===== src/logic/cpubus_pkg.sv =====
// Shared frame constants, opcode values, bus request and instruction types
// for the byte-serial accumulator processor subsystem

package cpubus_pkg;

  // One bus transaction is a fixed frame of nine clock cycles
  localparam int frame_len = 9;

  typedef logic [3:0] phase_t;  // Position inside the frame, 0 to frame_len-1

  // Instruction opcodes
  localparam logic [7:0] op_load_imm = 8'h01;  // acc = operand
  localparam logic [7:0] op_load     = 8'h02;  // acc = mem[operand]
  localparam logic [7:0] op_add      = 8'h03;  // acc = acc + mem[operand]
  localparam logic [7:0] op_store    = 8'h04;  // mem[operand] = acc
  localparam logic [7:0] op_jump     = 8'h05;  // pc = operand

  // First fetch address after reset
  localparam logic [31:0] reset_vector = 32'h0000_0000;

  // Bus request, held stable by the processor for the whole frame
  typedef struct packed {
    logic [31:0] addr;
    logic [31:0] wdata;
    logic        write;
  } bus_req_t;

  // Instruction word, operand is zero-extended to 32 bits on use
  typedef struct packed {
    logic [7:0]  opcode;
    logic [23:0] operand;
  } instr_t;

endpackage

===== src/logic/cpubus_top.sv =====
// Top level of the accumulator processor and its byte-serial bus handler

`timescale 1ns/1ps

module cpubus_top (
  input  logic       clk,
  input  logic       reset,
  input  logic [7:0] bus_rdata,
  output logic [7:0] bus_addr,
  output logic [7:0] bus_wdata,
  output logic [7:0] bus_oe,
  output logic       bus_sync
);
  import cpubus_pkg::*;

  phase_t      phase;     // Current frame phase
  logic        cpu_step;  // Processor advance strobe, phase 0
  bus_req_t    req;       // Request held for the frame
  logic [31:0] rdata;     // Assembled read word

  bus_frame_seq bus_frame_seq_inst (
    .clk      (clk),
    .reset    (reset),
    .phase    (phase),
    .cpu_step (cpu_step)
  );

  bus_serializer bus_serializer_inst (
    .clk       (clk),
    .reset     (reset),
    .phase     (phase),
    .req       (req),
    .bus_rdata (bus_rdata),
    .bus_addr  (bus_addr),
    .bus_wdata (bus_wdata),
    .bus_oe    (bus_oe),
    .bus_sync  (bus_sync),
    .rdata     (rdata)
  );

  accum_cpu accum_cpu_inst (
    .clk      (clk),
    .reset    (reset),
    .cpu_step (cpu_step),
    .rdata    (rdata),
    .req      (req)
  );

endmodule


===== src/logic/accum_cpu.sv =====
// Accumulator processor with fetch and execute frames, program counter
// and accumulator, one step per bus frame

`timescale 1ns/1ps

module accum_cpu (
  input  logic                 clk,
  input  logic                 reset,
  input  logic                 cpu_step,
  input  logic [31:0]          rdata,
  output cpubus_pkg::bus_req_t req
);
  import cpubus_pkg::*;

  typedef enum logic {
    st_fetch,  // Frame in flight reads an instruction
    st_exec    // Frame in flight reads or writes a data word
  } state_t;

  state_t      state;
  state_t      state_next;
  logic        started;       // Set once the first frame has been issued
  logic [31:0] pc;            // Address of the last fetched instruction
  logic [31:0] pc_next;
  logic [31:0] pc_inc;
  logic [31:0] acc;
  logic [31:0] acc_next;
  logic [7:0]  exec_op;       // Opcode waiting for its data frame
  logic [7:0]  exec_op_next;
  bus_req_t    req_next;
  instr_t      instr;
  logic [31:0] operand;

  assign instr   = rdata;
  assign operand = {8'd0, instr.operand};
  assign pc_inc  = pc + 32'd4;

  always_comb begin
    state_next   = state;
    pc_next      = pc;
    acc_next     = acc;
    exec_op_next = exec_op;
    req_next     = req;

    case (state)
      st_fetch: begin
        // Default is the next sequential fetch
        pc_next        = pc_inc;
        req_next.addr  = pc_inc;
        req_next.wdata = '0;
        req_next.write = 1'b0;
        case (instr.opcode)
          op_load_imm: acc_next = operand;
          op_jump: begin
            pc_next       = operand;
            req_next.addr = operand;
          end
          op_load, op_add, op_store: begin
            req_next.addr  = operand;  // Data frame to the operand address
            req_next.wdata = acc;
            req_next.write = (instr.opcode == op_store);
            exec_op_next   = instr.opcode;
            state_next     = st_exec;
          end
          default: ;  // Unknown opcode, skip to next instruction
        endcase
      end

      st_exec: begin
        case (exec_op)
          op_load: acc_next = rdata;
          op_add:  acc_next = acc + rdata;  // Wraps modulo 2^32
          default: ;  // Store has nothing to take back
        endcase
        req_next.addr  = pc;  // pc already points past the instruction
        req_next.wdata = '0;
        req_next.write = 1'b0;
        state_next     = st_fetch;
      end

      default: state_next = st_fetch;
    endcase
  end

  // The first step after reset only launches the reset fetch, which is
  // already on req, so no read data is consumed then
  always_ff @(posedge clk) begin
    if (reset) begin
      state   <= st_fetch;
      started <= 1'b0;
      pc      <= reset_vector;
      req     <= '{addr: reset_vector, wdata: 32'd0, write: 1'b0};
    end else if (cpu_step) begin
      started <= 1'b1;
      if (started) begin
        state <= state_next;
        pc    <= pc_next;
        req   <= req_next;
      end
    end
  end

  always_ff @(posedge clk) begin
    if (cpu_step && started) begin
      acc     <= acc_next;
      exec_op <= exec_op_next;
    end
  end

endmodule


===== src/logic/bus_serializer.sv =====
// Byte-serial bus handler: address and write data out, read word in,
// data pin direction and sync pulse

`timescale 1ns/1ps

module bus_serializer (
  input  logic                 clk,
  input  logic                 reset,
  input  cpubus_pkg::phase_t   phase,
  input  cpubus_pkg::bus_req_t req,
  input  logic [7:0]           bus_rdata,
  output logic [7:0]           bus_addr,
  output logic [7:0]           bus_wdata,
  output logic [7:0]           bus_oe,
  output logic                 bus_sync,
  output logic [31:0]          rdata
);

  logic       drive_phase;    // Phases 1 to 4 put out one byte each
  logic       capture_phase;  // Phases 5 to 8 take in one byte each
  logic [1:0] byte_sel;       // Byte index for the drive phases
  logic [7:0] addr_byte;
  logic [7:0] wdata_byte;

  assign drive_phase   = (phase >= 4'd1) && (phase <= 4'd4);
  assign capture_phase = (phase >= 4'd5) && (phase <= 4'd8);

  // Phase 1 maps to byte 0 ... phase 4 maps to byte 3
  assign byte_sel = phase[1:0] - 2'd1;

  // Least significant byte first
  assign addr_byte  = req.addr[{byte_sel, 3'b000} +: 8];
  assign wdata_byte = req.wdata[{byte_sel, 3'b000} +: 8];

  // Pin side, one cycle behind the phase that selects the byte
  always_ff @(posedge clk) begin
    if (reset) begin
      bus_addr  <= '0;
      bus_wdata <= '0;
      bus_oe    <= '0;
      bus_sync  <= 1'b0;
    end else begin
      bus_sync <= (phase == 4'd1);  // Marks address byte 0 on the pins
      if (drive_phase) begin
        bus_addr  <= addr_byte;
        bus_wdata <= wdata_byte;
        bus_oe    <= {8{req.write}};  // Drive data pins only for writes
      end else begin
        bus_oe <= '0;  // Release pins for the read bytes
      end
    end
  end

  // Read word assembly
  // Bytes arrive low first and shift down, so byte 0 lands in [7:0]
  // after the fourth capture, ready when phase 0 begins
  always_ff @(posedge clk) begin
    if (reset) begin
      rdata <= '0;
    end else if (capture_phase) begin
      rdata <= {bus_rdata, rdata[31:8]};
    end
  end

endmodule


===== src/logic/bus_frame_seq.sv =====
// Frame phase counter with processor step strobe

`timescale 1ns/1ps

module bus_frame_seq (
  input  logic               clk,
  input  logic               reset,
  output cpubus_pkg::phase_t phase,
  output logic               cpu_step
);
  import cpubus_pkg::*;

  localparam phase_t phase_last = phase_t'(frame_len - 1);

  logic at_last;  // Last cycle of the frame

  assign at_last = (phase == phase_last);

  // Counts 0..8 and wraps, starting at 0 in the first cycle after reset
  always_ff @(posedge clk) begin
    if (reset) begin
      phase <= '0;
    end else if (at_last) begin
      phase <= '0;
    end else begin
      phase <= phase + phase_t'(1);
    end
  end

  // The processor advances once per frame, in phase 0
  assign cpu_step = (phase == '0);

endmodule


===== config.mk =====
export PLATFORM = sky130hd
export DESIGN_NAME = cpubus_top
export DESIGN_NICKNAME = d
export VERILOG_FILES = /design/src/logic/cpubus_pkg.sv /design/src/logic/cpubus_top.sv /design/src/logic/accum_cpu.sv /design/src/logic/bus_serializer.sv /design/src/logic/bus_frame_seq.sv
export SDC_FILE = /design/constraint.sdc
export NUM_CORES = 1
export LEC_CHECK = 0
export BUFFER_PORTS_ARGS = -buffer_cell sky130_fd_sc_hd__buf_2
export CELL_PAD_IN_SITES_DETAIL_PLACEMENT = 0
export CELL_PAD_IN_SITES_GLOBAL_PLACEMENT = 1
export CORE_MARGIN = 5
export CORE_UTILIZATION = 30
export DETAILED_ROUTE_END_ITERATION = 16
export PLACE_DENSITY_LB_ADDON = 0.25
export SLEW_MARGIN = 40
export SYNTH_ARGS = -nofsm -noshare
export SYNTH_HDL_FRONTEND = slang
export SYNTH_SLANG_ARGS = --single-unit

===== constraint.sdc =====
create_clock -name clk -period 6.75 [get_ports clk]
set_clock_uncertainty 0.2 [all_clocks]
set_input_delay 1.0125 -clock clk [delete_from_list [all_inputs] [get_ports clk]]
set_output_delay 1.0125 -clock clk [all_outputs]
set_load 0.05 [all_outputs]

# ---- After elaboration in Yosys (flattened, before gate mapping)
# Index checks and enable logic that the tools add are counted.
dict set report word_totals {
  reg_bits 193
  latchBits 0
  ramBits 0
  mem_bits_ro 0
  input_bits 10
  output_inout_bits 25
  wordCells 58
  n_memories 0
}
dict set report op_classes {
  n_addsub 4
  multipliers 0
  n_div 0
  n_lt_le_gt_ge 4
  eq_ne 11
  n_shift 2
  n_mux 9
  bitwise_logic 2
  n_reduce_logical 12
}
# op n
set op_table {}
lappend op_table {{65-bit case mux with 2 select lines} 1}
lappend op_table {{32-bit case mux with 2 select lines} 2}
lappend op_table {{32-bit two-way mux} 3}
lappend op_table {{32-bit by 6-bit variable part select with 8-bit output} 2}
lappend op_table {{33-bit two-way mux} 1}
lappend op_table {{32-bit by 3-bit adder with 32-bit output (second input constant)} 1}
lappend op_table {{32-bit adder} 1}
lappend op_table {{8-bit by 2-bit equality test with 1-bit output (second input constant)} 4}
lappend op_table {{8-bit by 3-bit equality test with 1-bit output (second input constant)} 2}
lappend op_table {{3-bit AND reduction} 3}
lappend op_table {{8-bit by 1-bit equality test with 1-bit output (second input constant)} 1}
lappend op_table {{4-bit by 1-bit adder with 4-bit output (second input constant)} 1}
lappend op_table {{4-bit by 1-bit equality test with 1-bit output (second input constant)} 1}
lappend op_table {{4-bit equality test (second input constant)} 1}
lappend op_table {{4-bit by 1-bit greater-or-equal comparator with 1-bit output (second input constant)} 1}
lappend op_table {{4-bit by 3-bit greater-or-equal comparator with 1-bit output (second input constant)} 1}
lappend op_table {{4-bit by 3-bit <= comparator with 1-bit output (second input constant)} 1}
lappend op_table {{4-bit <= comparator (second input constant)} 1}
lappend op_table {{4-bit logical NOT} 1}
lappend op_table {{2-bit OR reduction} 2}
lappend op_table {{4-bit OR reduction} 1}
lappend op_table {{1-bit logical AND} 3}
lappend op_table {{3-bit inequality test (second input constant)} 1}
lappend op_table {{3-bit OR reduction} 1}
lappend op_table {{6 further kinds} 7}

# ---- Logic depth before layout (Yosys ltp)
dict set report depth {
  ltp_word 4
  depth_mapped 11
}

# ---- Cells and area by module
# From an unflattened synthesis, not the netlist that was laid out.
dict set report hier_totals {
  hier_cells 1202
  hier_area_um2 10555.1
}
# mod instances cells_each area_per_inst_um2 seq_area_each_um2
set by_module_without_submodules {}
lappend by_module_without_submodules {accum_cpu 1 999 8070.2 3183.1}
lappend by_module_without_submodules {bus_serializer 1 183 2288.4 1001.0}
lappend by_module_without_submodules {bus_frame_seq 1 20 196.4 80.1}

# ---- Worst setup path before layout
# No wires, ideal clock.
dict set report synth_path {
  path_type {reg2reg}
  start {reg bus_frame_seq_inst.phase[0]}
  end {reg accum_cpu_inst.acc[0], enable pin}
  arrival_time_ps 2932
  t_required_ps 6129
  path_slack_ps 3197
  stages_incl_launch_ff 9
  n_path_buf 4
  synth_period_minus_slack_ps 3553
  path_cell_list {dfxtp_1 -> buf_2 -> buf_2 -> inv_1 -> ha_1 -> nand3_1 -> clkbuf_1 -> buf_1 -> nor2_1}
}
dict set report synth_via {
  elab_chain_len 3
}
# item line
set synth_lines {}
lappend synth_lines {{from (decl)} bus_frame_seq.sv:8} ;# output cpubus_pkg::phase_t phase,
lappend synth_lines {{from (signal assigned)} bus_frame_seq.sv:26} ;# phase <= phase + phase_t'(1);
lappend synth_lines {{4-bit logical NOT} bus_frame_seq.sv:31} ;# assign cpu_step = (phase == '0);
lappend synth_lines {{1-bit logical AND} accum_cpu.sv:104} ;# if (cpu_step && started) begin
lappend synth_lines {{3-bit AND reduction (no line)} -}
lappend synth_lines {{to (signal assigned)} accum_cpu.sv:105} ;# acc <= acc_next;
lappend synth_lines {{to (decl)} accum_cpu.sv:26} ;# logic [31:0] acc;
# No other way between the ends.
# A chain may end at the register's enable or synchronous reset.

# ---- Final worst setup path
dict set report layout_path {
  start {reg bus_frame_seq_inst.phase[0]}
  end {reg accum_cpu_inst.pc[28]}
}
dict set report layout_via {
  elab_chain_len 2
}
# item line
set layout_lines {}
lappend layout_lines {{4-bit logical NOT} bus_frame_seq.sv:31}
lappend layout_lines {{3-bit AND reduction (no line)} -}
lappend layout_lines {{to (signal assigned)} accum_cpu.sv:91} ;# pc <= reset_vector;
lappend layout_lines {{to (signal assigned)} accum_cpu.sv:97} ;# pc <= pc_next;
lappend layout_lines {{to (decl)} accum_cpu.sv:23} ;# logic [31:0] pc;
# No other way between the ends.

==> results.py <==
metrics = {
    "run_status": {
        "status": "finished, final reports clean",
    },
    "cts": {
        "clk_pin_slew_ns": 0.08,
        "cts.sinks": 193,
        "ctsHoldBuffers": 0,
        "clk_latency_ns": 0.45,
        "htreeDepth": 4,
        "clockBufferDepth": 2,
        "postCtsSetupBuffers": 0,
        "cts-root-buf": "clkbuf_16",
        "numCtsBuffers": 17,
        "cts_tree": "yes",
        "cts_resized": 0,
    },
    "sta": {
        "fmax_ghz": 0.293,
        "worst_pin_slew_ns": 0.807,
        "max_slew_margin": 0.462,
        "finalWorstSetupSlack_ns": 3.33,
        "finalCritPeriodShare": 0.506,
        "slew_viol_final": 0,
        "period_needed_ns": 3.42,
        "rsz0062_at_grt": "false",
        "hold_viol": 0,
        "setup_viol": 0,
        "tns_ns": 0,
    },
    "worst_hold_path": {
        "hold_path_depth": 2,
        "hp-class": "reg2reg",
        "whs_endpoint": "bus_serializer_inst.bus_wdata[1]",
        "hold_start": "bus_serializer_inst.bus_wdata[1]",
    },
    "power_and_ir_drop": {
        "switching_share": 0.272,
        "p_seq_frac": 0.488,
        "p_total_w": 0.00248,
        "p_comb_frac": 0.088,
        "p_switching_w": 0.000675,
        "internal_power_w": 0.00181,
        "p_per_area_nw_per_um2": 212,
        "peakVddDrop_v": 0.000161,
        "p_leak_nw": 4.07,
        "clock_power_share": 0.424,
    },
    "synthesis": {
        "syn_inst": 1291,
        "synth-simple-area-share": 0.214,
        "yosys.area_share.xor_xnor": 0.0197,
        "postSynthRegisterBits": 193,
        "synth_mux_area_frac": 0.0407,
        "synthTopCellsByCount": "nand2_1 (219), dfxtp_1 (153), a21oi_1 (152), nor2_1 (140), o21ai_0 (77)",
        "synth_top_family_by_area": "compound AO/OA/AOI/OAI gates",
        "synth.top_cell.area_share": 0.288,
        "ys_async_sr_fraction": 0,
        "synth_area_leaders": "dfxtp_1 (29%), edfxtp_1 (11%), nand2_1 (7.7%)",
        "synth_flop_cell": "dfxtp_1",
        "synth_adder_area_share": 0.0430,
        "synth.most_common_cell": "nand2_1",
        "yosysTopAreaCell": "dfxtp_1",
        "synth_compound_area_frac": 0.235,
        "synth_edf_count": 40,
        "synthesis.nets": 1337,
        "yosysSeqAreaShare": 0.400,
        "avgSynthCellArea_um2": 8.25,
        "synth_area_um2": 10600,
        "ys_types": 74,
        "ys_warn_count": 0,
    },
    "routing": {
        "remaining_drc_errors": 0,
        "drt_iter0_markers": 709,
        "drt-wirelength-per-cell_um": 19.2,
        "wirelength_um": 33300,
        "vias": 9259,
        "via_per_inst": 5.35,
        "drt_first_pass_iters": 5,
        "drtAntennaViolNets": 0,
    },
    "finish": {
        "areaGrowthSynthToFinish_pct": 9.82,
        "finalInstanceArea_um2": 11700,
        "nets": 1302,
        "diodes": 0,
        "layout-drive-gt1-share": 0.100,
    },
    "global_routing": {
        "grt_pass1_wl_um": 51700,
        "gr-usage-all-layers": 0.167,
        "antenna_found_initial": 0,
        "first_global_vias": 8565,
        "grt_overflow": 0,
        "grt_start_max_net_pins": 92,
    },
    "worst_setup_path": {
        "reg2reg_from": "bus_frame_seq_inst.phase[0]",
        "worstPathRequired_ns": 6.85,
        "arrival_ns": 3.52,
        "end_kind": "register",
        "start_kind": "register",
        "ff2ff_setup_slack_ns": 3.33,
        "reg2reg_to": "accum_cpu_inst.pc[28]",
        "crit_type": "reg2reg",
        "path_max_fanout": 42,
        "reg2reg_depth": 10,
    },
    "die": {
        "die_x_um": 198,
        "num_io_pins": 35,
        "start_util": 0.302,
        "row_count": 69,
        "die_h_um": 198,
        "die_area_um2": 39400,
        "core_um2": 35300,
    },
    "place": {
        "port_buffers": 34,
        "dpl.hpwl_um": 22600,
        "place_area_um2": 11100,
        "gp_congestion": 0.841,
        "preCtsSetupSlack_ns": 3.31,
    },
    "flow_run": {
        "maxCapViolCount": 0,
    },
}
layout by cell type (no fill, tap or decap), types with 8 or more instances in the layout:
cell type    n
a211oi_1    12
a21o_1       8
a21oi_1    151
a22oi_1     52
a31oi_1     21
and3_1      21
buf_2       33
buf_4       15
clkbuf_16   20
dfxtp_1    152
edfxtp_1    40
ha_1        35
inv_1       10
mux4_2      16
nand2_1    218
nand3_1     33
nand4_1     11
nor2_1     138
nor3_1      23
o211ai_1     8
o21ai_0     76
o221ai_1    17
o31ai_1     13
xnor2_1     14
xor2_1      10
cells by family (layout without fill, tap and decap cells):
logic type / count (synthesis) / count (layout)
simple gates: 503 / 503
compound gates: 399 / 399
buf+inv: 113 / 91
mux: 23 / 23
flops: 193 / 193
xor+xnor: 24 / 24
fa+ha+maj: 36 / 36
power groups by stage:
| stage | Combinational [W] | Sequential, W | Clock (W) |
|---|---|---|---|
| after floorplan | 0.000154 | 0.00124 | 0 |
| after global placement | 0.000217 | 0.00124 | 0 |
| after detailed placement | 0.000219 | 0.00124 | 0 |
| after CTS | 0.000220 | 0.00121 | 0.00108 |
| after global routing | 0.000241 | 0.00121 | 0.00112 |
| final | 0.000218 | 0.00121 | 0.00105 |
layer usage:
| metal | global-route usage | part of all wire |
|---|---|---|
| met1 | 0.243 | 0.50 |
| met2 | 0.264 | 0.45 |
| met3 | 0.0202 | 0.038 |
| met4 | 0.0416 | 0.014 |
| met5 | 0 | 0 |
metrics by stage:
step,hold WS [ns],utilization,instances
5_1_grt,0.273,0.331,1730
4_1_cts,0.256,0.331,1730
3_5_place_dp,0.245,0.314,1698
6_report,0.253,0.331,1730
2_1_floorplan,0.227,-,1291
3_3_place_gp,0.241,0.314,1698
state kept, by name, indices dropped and copies added (netlist names):
name                           cells
accum_cpu_inst.req                65
accum_cpu_inst.acc                32
accum_cpu_inst.pc                 32
bus_serializer_inst.rdata         32
accum_cpu_inst.exec_op             8
bus_serializer_inst.bus_addr       8
bus_serializer_inst.bus_wdata      8
bus_frame_seq_inst.phase           4
accum_cpu_inst.started             1
accum_cpu_inst.state               1
bus_serializer_inst.bus_oe         1
bus_serializer_inst.bus_sync       1
critical path, stage by stage, from the launching register on:
cell and delay, ns:
dfxtp_1 0.30, buf_4 0.23, inv_1 0.09, ha_1 0.27
nand3_2 0.63, buf_4 0.52, nor2_2 0.14, buf_4 0.43
o21ai_0 0.16, a22oi_1 0.22, nor2_1 0.06
worst max path at each step:
stage / from / endpoint / slack [ns] / cells after the start
2_1_floorplan: bus_frame_seq_inst.phase[0] / accum_cpu_inst.acc[0] / 3.20 / 8
3_3_place_gp: bus_frame_seq_inst.phase[0] / accum_cpu_inst.pc[17] / 3.33 / 10
3_5_place_dp: bus_frame_seq_inst.phase[0] / accum_cpu_inst.pc[17] / 3.31 / 10
4_1_cts: bus_frame_seq_inst.phase[0] / accum_cpu_inst.pc[17] / 3.30 / 10
5_1_grt: bus_frame_seq_inst.phase[0] / accum_cpu_inst.pc[30] / 3.00 / 10
6_report: bus_frame_seq_inst.phase[0] / accum_cpu_inst.pc[28] / 3.33 / 10
area by class of cell:
type	instances	area (um^2)
Multi-Input combinational cell	985	5920
Tap cell	461	577
Clock inverter	12	101
Fill cell	3720	23600
Timing Repair Buffer	49	289
Inverter	10	37.5
Sequential cell	193	4270
Clock buffer	20	500
(Power assumes the default switching activity.)
